**config.mk**
```make
export PLATFORM = sky130hd
export DESIGN_NAME = branch_unit_top
export DESIGN_NICKNAME = d
export VERILOG_FILES = /design/src/common/bp_pkg.sv /design/src/predictor/bht_table.sv /design/src/predictor/branch_resolve.sv /design/src/predictor/flush_ctrl.sv /design/src/verilog/next_pc_sel.sv /design/src/verilog/branch_unit_top.sv
export SDC_FILE = /design/constraint.sdc
export NUM_CORES = 2
export LEC_CHECK = 0
export BUFFER_PORTS_ARGS = -buffer_cell sky130_fd_sc_hd__buf_2
export CORE_ASPECT_RATIO = 1.25
export CORE_MARGIN = 5
export CORE_UTILIZATION = 60
export DETAILED_ROUTE_END_ITERATION = 8
export PLACE_DENSITY_LB_ADDON = 0.2
export SETUP_SLACK_MARGIN = 0.05
export SLEW_MARGIN = 20
export SYNTH_ARGS = -nofsm -noshare
export SYNTH_HDL_FRONTEND = slang
export SYNTH_SLANG_ARGS = --single-unit
```
**constraint.sdc**
```tcl
create_clock -name CLK -period 9.3 [get_ports CLK]
set_clock_uncertainty 0.05 [all_clocks]
set_input_delay 0.465 -clock CLK [delete_from_list [all_inputs] [get_ports CLK]]
set_output_delay 0.465 -clock CLK [all_outputs]
set_load 0.01 [all_outputs]
```
**src/common/bp_pkg.sv**
```systemverilog
package bp_pkg;

	//////////////////////////////////////////////////////////////////////
	// address and table geometry
	//////////////////////////////////////////////////////////////////////

	// pc values are word addresses
	localparam int PC_W     = 10;
	// set index comes from the low pc bits
	localparam int SET_W    = 4;
	localparam int WAY_W    = 2;
	localparam int NUM_SETS = 1 << SET_W;
	localparam int NUM_WAYS = 1 << WAY_W;
	localparam int ENTRIES  = NUM_SETS * NUM_WAYS;
	// isr bit on top of pc[9:4]
	localparam int TAG_W    = 7;

	// entry layout {valid, tag, target, counter}
	localparam int ENTRY_W   = 20;
	localparam int VALID_BIT = 19;
	localparam int TAG_HI    = 18;
	localparam int TAG_LO    = 12;
	localparam int TGT_HI    = 11;
	localparam int TGT_LO    = 2;
	localparam int CTR_HI    = 1;
	localparam int CTR_LO    = 0;

	//////////////////////////////////////////////////////////////////////
	// saturating counter
	//////////////////////////////////////////////////////////////////////

	localparam int CTR_W = 2;
	localparam logic [CTR_W-1:0] CTR_MIN       = 2'd0;
	localparam logic [CTR_W-1:0] CTR_MAX       = 2'd3;
	// jumps start strongly taken, branches weakly not taken
	localparam logic [CTR_W-1:0] CTR_INIT_JUMP = 2'd3;
	localparam logic [CTR_W-1:0] CTR_INIT_BR   = 2'd1;

	//////////////////////////////////////////////////////////////////////
	// branch type and correction codes
	//////////////////////////////////////////////////////////////////////

	// one-hot branch type from decode
	localparam int BTYPE_W = 6;
	localparam int BT_BEQ  = 5;
	localparam int BT_BNE  = 4;
	localparam int BT_BLT  = 3;
	localparam int BT_BGE  = 2;
	localparam int BT_BLTU = 1;
	localparam int BT_BGEU = 0;

	localparam int CORR_W = 2;
	localparam logic [CORR_W-1:0] CORR_NONE = 2'd0;
	// refetch the instruction after the branch
	localparam logic [CORR_W-1:0] CORR_CNI  = 2'd2;
	// refetch at the stored branch target
	localparam logic [CORR_W-1:0] CORR_PBT  = 2'd3;

endpackage

```
**src/predictor/bht_table.sv**
```systemverilog
module bht_table import bp_pkg::*; (
	input  logic              CLK,
	input  logic              nrst,
	input  logic              en,
	input  logic              stall,
	input  logic              isr_running,
	input  logic [PC_W-1:0]   if_pc,
	input  logic [PC_W-1:0]   id_pc,
	input  logic [PC_W-1:0]   id_branch_target,
	input  logic              id_is_jump,
	input  logic              id_is_btype,
	input  logic [PC_W-1:0]   exe_pc,
	input  logic              exe_resolve,
	input  logic              exe_taken,
	output logic              if_hit_taken,
	output logic [PC_W-1:0]   if_pbt,
	output logic              id_hit,
	output logic              exe_ctr_taken,
	output logic [PC_W-1:0]   exe_pbt
);

	// history array, word index is {set, way}
	logic [ENTRIES-1:0][ENTRY_W-1:0] ht;
	// per set pointer to the next way to replace
	logic [NUM_SETS-1:0][WAY_W-1:0] fifo_ptr;

	//////////////////////////////////////////////////////////////////////
	// lookups, index 0 fetch, 1 decode, 2 execute
	//////////////////////////////////////////////////////////////////////

	logic [2:0][PC_W-1:0]     lk_pc;
	logic [2:0][SET_W-1:0]    lk_set;
	logic [2:0][TAG_W-1:0]    lk_tag;
	logic [2:0][NUM_WAYS-1:0] lk_hit;
	logic [2:0][WAY_W-1:0]    lk_way;
	logic [2:0][ENTRY_W-1:0]  lk_ent;

	assign lk_pc = {exe_pc, id_pc, if_pc};

	always_comb begin
		for (int s = 0; s < 3; s++) begin
			lk_set[s] = lk_pc[s][SET_W-1:0];
			// isr code gets its own tag space
			lk_tag[s] = {isr_running, lk_pc[s][PC_W-1:SET_W]};
			lk_hit[s] = '0;
			lk_way[s] = '0;
			// a miss reads as all zero
			lk_ent[s] = '0;
			for (int w = 0; w < NUM_WAYS; w++) begin
				if (ht[{lk_set[s], WAY_W'(w)}][VALID_BIT] &&
						ht[{lk_set[s], WAY_W'(w)}][TAG_HI:TAG_LO] == lk_tag[s]) begin
					lk_hit[s][w] = 1'b1;
					lk_way[s]    = WAY_W'(w);
					lk_ent[s]    = ht[{lk_set[s], WAY_W'(w)}];
				end
			end
		end
	end

	// fetch side prediction
	assign if_hit_taken  = lk_ent[0][CTR_HI];
	assign if_pbt        = lk_ent[0][TGT_HI:TGT_LO];
	// decode only needs presence
	assign id_hit        = |lk_hit[1];
	// execute side, counter msb is the stored prediction
	assign exe_ctr_taken = lk_ent[2][CTR_HI];
	assign exe_pbt       = lk_ent[2][TGT_HI:TGT_LO];

	//////////////////////////////////////////////////////////////////////
	// allocation and training
	//////////////////////////////////////////////////////////////////////

	logic             alloc;
	logic             train;
	logic [CTR_W-1:0] ctr_init;
	logic [CTR_W-1:0] ctr_cur;
	logic [CTR_W-1:0] ctr_next;

	// new branch or jump seen at decode
	assign alloc    = (id_is_jump || id_is_btype) && !id_hit;
	// only a resolved branch that is in the table trains
	assign train    = exe_resolve && |lk_hit[2];
	assign ctr_init = id_is_jump ? CTR_INIT_JUMP : CTR_INIT_BR;
	assign ctr_cur  = lk_ent[2][CTR_HI:CTR_LO];

	// saturating step toward the outcome
	always_comb begin
		if (exe_taken)
			ctr_next = (ctr_cur == CTR_MAX) ? ctr_cur : ctr_cur + CTR_W'(1);
		else
			ctr_next = (ctr_cur == CTR_MIN) ? ctr_cur : ctr_cur - CTR_W'(1);
	end

	always_ff @(posedge CLK) begin
		if (!nrst) begin
			ht       <= '0;
			fifo_ptr <= '0;
		end else if (en && !stall) begin
			if (alloc) begin
				// oldest way in the set is overwritten
				ht[{lk_set[1], fifo_ptr[lk_set[1]]}] <=
					{1'b1, lk_tag[1], id_branch_target, ctr_init};
				fifo_ptr[lk_set[1]] <= fifo_ptr[lk_set[1]] + WAY_W'(1);
			end else if (train) begin
				// training in an allocation cycle is dropped
				ht[{lk_set[2], lk_way[2]}][CTR_HI:CTR_LO] <= ctr_next;
			end
		end
	end

	// allocation only happens on a decode miss, so a tag never lands twice in a set
	a_single_hit: assert property (@(posedge CLK) disable iff (!nrst)
		$onehot0(lk_hit[0]) && $onehot0(lk_hit[1]) && $onehot0(lk_hit[2]))
		else $error("more than one way hit in a lookup");

	// a stalled cycle leaves the table and pointers untouched
	a_stall_freeze: assert property (@(posedge CLK) disable iff (!nrst)
		stall |=> $stable(ht) && $stable(fifo_ptr))
		else $error("table written during stall");

endmodule

```
**src/predictor/branch_resolve.sv**
```systemverilog
module branch_resolve import bp_pkg::*; (
	input  logic [BTYPE_W-1:0] exe_btype,
	input  logic               exe_z,
	input  logic               exe_less,
	input  logic               exe_ctr_taken,
	output logic               exe_resolve,
	output logic               exe_taken,
	output logic [CORR_W-1:0]  exe_correction
);

	logic cond_eq;
	logic cond_lt;
	logic mismatch;

	//////////////////////////////////////////////////////////////////////
	// condition evaluation from alu flags
	//////////////////////////////////////////////////////////////////////

	// beq and bne look at zero
	assign cond_eq = (exe_btype[BT_BEQ] && exe_z) ||
	                 (exe_btype[BT_BNE] && !exe_z);

	// signed and unsigned compares share the less flag,
	// the alu already picked the right comparison
	assign cond_lt = ((exe_btype[BT_BLT] || exe_btype[BT_BLTU]) && exe_less) ||
	                 ((exe_btype[BT_BGE] || exe_btype[BT_BGEU]) && !exe_less);

	assign exe_taken   = cond_eq || cond_lt;
	// any type bit means a conditional branch sits in execute
	assign exe_resolve = |exe_btype;

	//////////////////////////////////////////////////////////////////////
	// correction against the stored prediction
	//////////////////////////////////////////////////////////////////////

	assign mismatch = exe_resolve && (exe_taken != exe_ctr_taken);

	always_comb begin
		if (!mismatch)
			exe_correction = CORR_NONE;
		else if (exe_taken)
			// predicted not taken, go to the target
			exe_correction = CORR_PBT;
		else
			// predicted taken, fall through
			exe_correction = CORR_CNI;
	end

	// decode hands over at most one branch type
	a_btype_onehot: assert final ($onehot0(exe_btype))
		else $error("exe_btype is not one-hot");

endmodule

```
**src/predictor/flush_ctrl.sv**
```systemverilog
module flush_ctrl import bp_pkg::*; (
	input  logic              CLK,
	input  logic              nrst,
	input  logic              en,
	input  logic [CORR_W-1:0] exe_correction,
	input  logic              id_is_jump,
	input  logic              id_hit,
	output logic              flush,
	output logic              id_jump_in_bht
);

	logic mispredict;
	// one pending flush cycle
	logic flush_state;
	logic flush_state_d;

	assign mispredict = (exe_correction != CORR_NONE);

	always_comb begin
		if (flush_state) begin
			// pending cycle wins and consumes the state
			flush         = 1'b1;
			flush_state_d = 1'b0;
		end else if (mispredict) begin
			flush         = 1'b1;
			flush_state_d = 1'b1;
		end else begin
			flush         = 1'b0;
			// new jump gets a flush once its target is in the table
			flush_state_d = id_is_jump && !id_hit;
		end
	end

	// advances with en only, stall does not hold it
	always_ff @(posedge CLK) begin
		if (!nrst)
			flush_state <= 1'b0;
		else if (en)
			flush_state <= flush_state_d;
	end

	assign id_jump_in_bht = id_is_jump && id_hit;

	// an extension cycle never chains into a third flush on its own
	a_flush_len: assert property (@(posedge CLK) disable iff (!nrst)
		(en && flush_state) |=> (!flush || mispredict))
		else $error("flush held past its extension cycle");

endmodule

```
**src/verilog/next_pc_sel.sv**
```systemverilog
module next_pc_sel import bp_pkg::*; (
	input  logic              CLK,
	input  logic              nrst,
	input  logic              en,
	input  logic              stall,
	input  logic [PC_W-1:0]   exe_pc,
	input  logic [CORR_W-1:0] exe_correction,
	input  logic [PC_W-1:0]   exe_pbt,
	input  logic              if_hit_taken,
	input  logic [PC_W-1:0]   if_pbt,
	output logic [PC_W-1:0]   if_pc
);

	logic [PC_W-1:0] pc_next;

	//////////////////////////////////////////////////////////////////////
	// next pc priority
	//////////////////////////////////////////////////////////////////////

	// execute corrections override the fetch prediction
	always_comb begin
		if (exe_correction == CORR_PBT)
			pc_next = exe_pbt;
		else if (exe_correction == CORR_CNI)
			pc_next = exe_pc + PC_W'(1);
		else if (if_hit_taken)
			pc_next = if_pbt;
		else
			// word addresses step by one
			pc_next = if_pc + PC_W'(1);
	end

	// fetch pc register
	always_ff @(posedge CLK) begin
		if (!nrst)
			if_pc <= '0;
		else if (en && !stall)
			if_pc <= pc_next;
	end

endmodule

```
**src/verilog/branch_unit_top.sv**
```systemverilog
module branch_unit_top import bp_pkg::*; (
	input  logic               CLK,
	input  logic               nrst,
	input  logic               en,
	input  logic               stall,
	input  logic               isr_running,
	input  logic [PC_W-1:0]    id_pc,
	input  logic [PC_W-1:0]    id_branch_target,
	input  logic               id_is_jump,
	input  logic               id_is_btype,
	input  logic [PC_W-1:0]    exe_pc,
	input  logic               exe_z,
	input  logic               exe_less,
	input  logic [BTYPE_W-1:0] exe_btype,
	output logic [PC_W-1:0]    if_pc,
	output logic               flush,
	output logic               id_jump_in_bht,
	output logic [CORR_W-1:0]  exe_correction
);

	// fetch lookup results
	logic            if_hit_taken;
	logic [PC_W-1:0] if_pbt;
	// decode presence
	logic            id_hit;
	// execute lookup and resolution
	logic            exe_ctr_taken;
	logic [PC_W-1:0] exe_pbt;
	logic            exe_resolve;
	logic            exe_taken;

	branch_resolve u_resolve (
		.exe_btype      (exe_btype),
		.exe_z          (exe_z),
		.exe_less       (exe_less),
		.exe_ctr_taken  (exe_ctr_taken),
		.exe_resolve    (exe_resolve),
		.exe_taken      (exe_taken),
		.exe_correction (exe_correction)
	);

	bht_table u_bht (
		.CLK              (CLK),
		.nrst             (nrst),
		.en               (en),
		.stall            (stall),
		.isr_running      (isr_running),
		.if_pc            (if_pc),
		.id_pc            (id_pc),
		.id_branch_target (id_branch_target),
		.id_is_jump       (id_is_jump),
		.id_is_btype      (id_is_btype),
		.exe_pc           (exe_pc),
		.exe_resolve      (exe_resolve),
		.exe_taken        (exe_taken),
		.if_hit_taken     (if_hit_taken),
		.if_pbt           (if_pbt),
		.id_hit           (id_hit),
		.exe_ctr_taken    (exe_ctr_taken),
		.exe_pbt          (exe_pbt)
	);

	next_pc_sel u_next_pc (
		.CLK            (CLK),
		.nrst           (nrst),
		.en             (en),
		.stall          (stall),
		.exe_pc         (exe_pc),
		.exe_correction (exe_correction),
		.exe_pbt        (exe_pbt),
		.if_hit_taken   (if_hit_taken),
		.if_pbt         (if_pbt),
		.if_pc          (if_pc)
	);

	flush_ctrl u_flush (
		.CLK            (CLK),
		.nrst           (nrst),
		.en             (en),
		.exe_correction (exe_correction),
		.id_is_jump     (id_is_jump),
		.id_hit         (id_hit),
		.flush          (flush),
		.id_jump_in_bht (id_jump_in_bht)
	);

endmodule

```
==> flow_metrics.py <==
metrics = {
    "floorplan": {
        "fp-row-count": 145,
        "start_util": 0.604,
        "fp.dieW_um": 327,
        "floorplan.io_pins": 59,
        "core_area_um2": 125000,
        "dieArea_um2": 133000,
        "die_h_um": 407,
    },
    "critical_path": {
        "type_of_destination_of_the_critical_path": "primary output",
        "worst_ep_arrival_time_ps": 6590,
        "cp-start-kind": "input pin",
        "critPathMaxFanout": 65,
        "worstPathRequired_ps": 8790,
        "worstSetupPathType": "in -> out",
    },
    "synthesis": {
        "syn_area_um2": 75500,
        "synthDistinctLibCells": 102,
        "synth_top_flop_cell": "sky130_fd_sc_hd__dfxtp_1",
        "synth-xor-area-share": 0.00986,
        "synth_top_area_cell": "sky130_fd_sc_hd__dfxtp_1",
        "postSynth.asyncResetShare": 0,
        "synth.cells.most_frequent": "sky130_fd_sc_hd__dfxtp_1, sky130_fd_sc_hd__nand2_1, sky130_fd_sc_hd__mux2i_1",
        "postSynthAreaPerCell_um2": 9.64,
        "ys_seq_elements": 1323,
        "adder_cell_share_of_the_synthesized_area": 0.000630,
        "synth_compound_gate_area_share": 0.110,
        "synth.net_count": 7875,
        "synth.area.top_cells": "sky130_fd_sc_hd__dfxtp_1, sky130_fd_sc_hd__mux4_2, sky130_fd_sc_hd__mux2i_1, sky130_fd_sc_hd__nand2_1, sky130_fd_sc_hd__a21oi_1",
        "post_synth_mux_area_share": 0.329,
        "synth_edf_count": 0,
        "seq_total_area_yosys": 0.351,
        "synth_top_family_by_area": "multiplexers",
        "yosys.area_share.simple": 0.147,
        "synth.most_common_cell": "sky130_fd_sc_hd__dfxtp_1",
        "postSynthCellCount": 7828,
        "synth_largest_type_area_fraction": 0.351,
        "synth_warnings": 0,
    },
    "power_and_ir_drop": {
        "power-per-cell-area_nw_per_um2": 156,
        "p_leak_nw": 27.5,
        "vdd_drop_max_mv": 0.224,
    },
    "clocking": {
        "cts_setup_buffers": 0,
        "htreeDepth": 4,
        "worstSkewPairLatency_ps": 800,
        "post_cts_hold_buffer_count": 0,
        "clock_sink_count": 1323,
        "clockRootBuffer": "sky130_fd_sc_hd__clkbuf_16",
        "max-clock-path-buffers": 3,
        "tritoncts.num_buffers": 142,
        "cts_tree": "yes",
        "cts-resized-gates": 0,
        "clk_transition_reported_paths_ps": 60,
    },
    "sta": {
        "achievable-frequency_mhz": 141,
        "report.final.hold_viol_count": 0,
        "max-slew-margin-rel": 0.105,
        "tightest_slew_ps": 1340,
        "drv_slew": 0,
        "fin_worst_hold_slack_ps": 63.6,
        "min_period_over_period": 0.764,
        "timing.final.crit_period_ps": 7100,
        "setup_repair_after_global_routing_missed_its_margin": "false",
        "setup-tns-final_ps": 0,
        "timing.final.setup_violations": 0,
    },
    "run_status": {
        "failed_checks": "DRC",
        "outcome": "finished with violations",
    },
    "placed_design": {
        "dp_hpwl_um": 201000,
        "dp.cells": 8935,
        "io_buffer_count": 58,
        "replace_congestion": 1.07,
    },
    "final_layout": {
        "final-instance-count-excl-fill": 9189,
        "area_growth_syn_to_layout_pct": 7.41,
        "nets": 7510,
        "drive_above_1_share": 0.187,
    },
    "grt": {
        "antenna_found_initial": 13,
        "grt_first_pass_wirelength_um": 455000,
        "grt_use_total": 0.463,
        "first_global_vias": 65600,
        "maximum_number_of_pins_on_one_net_before_global_route_repair": 166,
        "globalRoute.totalOverflow": 0,
    },
    "route": {
        "drt_first_iter_violations": 11600,
        "avgRoutedWirePerCell_um": 34.5,
        "drc": 2,
        "post_drt_via_cell_ratio": 7.51,
        "route.vias.total": 69000,
        "dr.pass1.iters": 9,
        "totalWireLength_um": 317000,
        "postRouteAntennaNets": 0,
    },
    "flow_run": {
        "maxCapViolations": 0,
    },
    "worst_hold_path": {
        "worstHoldPathType": "in -> reg",
    },
}
[critical path, stage by stage]
cell and delay (ps):
sky130_fd_sc_hd__buf_6 580, sky130_fd_sc_hd__buf_12 400, sky130_fd_sc_hd__nand3b_1 920, sky130_fd_sc_hd__o22ai_1 460, sky130_fd_sc_hd__nor4_1 110, sky130_fd_sc_hd__xnor2_1 190, sky130_fd_sc_hd__nor3_1 460, sky130_fd_sc_hd__and4_1 270
sky130_fd_sc_hd__buf_4 240, sky130_fd_sc_hd__a311oi_1 140, sky130_fd_sc_hd__a21oi_2 550, sky130_fd_sc_hd__mux2i_1 990, sky130_fd_sc_hd__inv_2 350, sky130_fd_sc_hd__buf_2 290
[path summary, 6_finish.rpt]
check / from / to / slack, ps / cells after the start
max: exe_pc[3] / exe_correction[1] / 2200 / 14
min: en / u_flush.flush_state$_SDFFE_PN0P_ / 60 / 4
max reg2reg: u_next_pc.if_pc[1]$_SDFFE_PN0P_ / u_next_pc.if_pc[3]$_SDFFE_PN0P_ / 3300 / 13
min reg2reg: u_bht.fifo_ptr[21]$_SDFFE_PN0P_ / u_bht.fifo_ptr[21]$_SDFFE_PN0P_ / 410 / 2
[logic make-up (layout without fill, tap and decap cells)]
kind of cell | count (synthesis) | in the layout
AOI/OAI and AO/OA | 1371 | 1371
xor gates and xnor gates | 85 | 85
adders and majority gates | 4 | 4
buffers and inverters | 863 | 600
DFF | 1323 | 1323
muxes | 1584 | 1584
other | 0 | 7
and+or+nand+nor | 2598 | 2598
[power breakdown]
part	internal, mW	switching [mW]
logic	0.336	0.858
clock network	3.30	2.48
registers	5.68	0.0341
total	9.31	3.37
[layer usage]
metal | wire, µm | global-route usage | part of all wire | vias to the layer above
li1 | - | - | - | 27800
met1 | 106000 | 0.568 | 0.34 | 33500
met2 | 133000 | 0.675 | 0.42 | 5898
met3 | 45200 | 0.147 | 0.14 | 1673
met4 | 32200 | 0.368 | 0.10 | 8
met5 | 97 | 0.00405 | 0.00031 | -
[sequential cells by signal (all words and copies together) (netlist names)]
| signal | flops |
|---|---|
| u_bht.ht | 1280 |
| u_bht.fifo_ptr | 32 |
| u_flush.flush_state | 1 |
| u_next_pc.if_pc | 10 |
[cell type report]
cell class                      instances  area, µm²
Tap cell                             1617       2020
Antenna cell                            7       17.5
Clock inverter                         37        454
Clock buffer                          209       4110
Multi-Input combinational cell       5642      45500
Fill cell                           10100      43900
Sequential cell                      1323      26500
Timing Repair Buffer                  299       2310
Inverter                               55        216
[metrics by stage]
step / power [mW] / util / worst slack, ps / instance area [µm²]
final: 12.7 / 0.649 / 2200 / 81100
after global routing: 12.9 / 0.648 / 2380 / 81100
after CTS: 12.6 / 0.648 / 2710 / 81000
after detailed placement: 6.97 / 0.612 / 2390 / 76500
after global placement: 6.97 / 0.612 / 2460 / 76500
after floorplan: 6.58 / - / 4900 / 75500
[layout by cell type (no fill, tap or decap), types with 76 or more instances in the layout]
master | synthesis | routed
sky130_fd_sc_hd__a21oi_1 | 734 | 734
sky130_fd_sc_hd__a22oi_1 | 82 | 82
sky130_fd_sc_hd__o21ai_0 | 101 | 101
sky130_fd_sc_hd__mux2i_1 | 817 | 817
sky130_fd_sc_hd__o22ai_1 | 76 | 76
sky130_fd_sc_hd__dfxtp_1 | 1323 | 1319
sky130_fd_sc_hd__nand3_1 | 232 | 227
sky130_fd_sc_hd__mux4_2 | 711 | 711
sky130_fd_sc_hd__buf_4 | 49 | 231
sky130_fd_sc_hd__clkbuf_16 | 0 | 142
sky130_fd_sc_hd__nor2_1 | 786 | 764
sky130_fd_sc_hd__nand2_1 | 1210 | 1208
No activity file was read; power rests on OpenSTA's default activity.
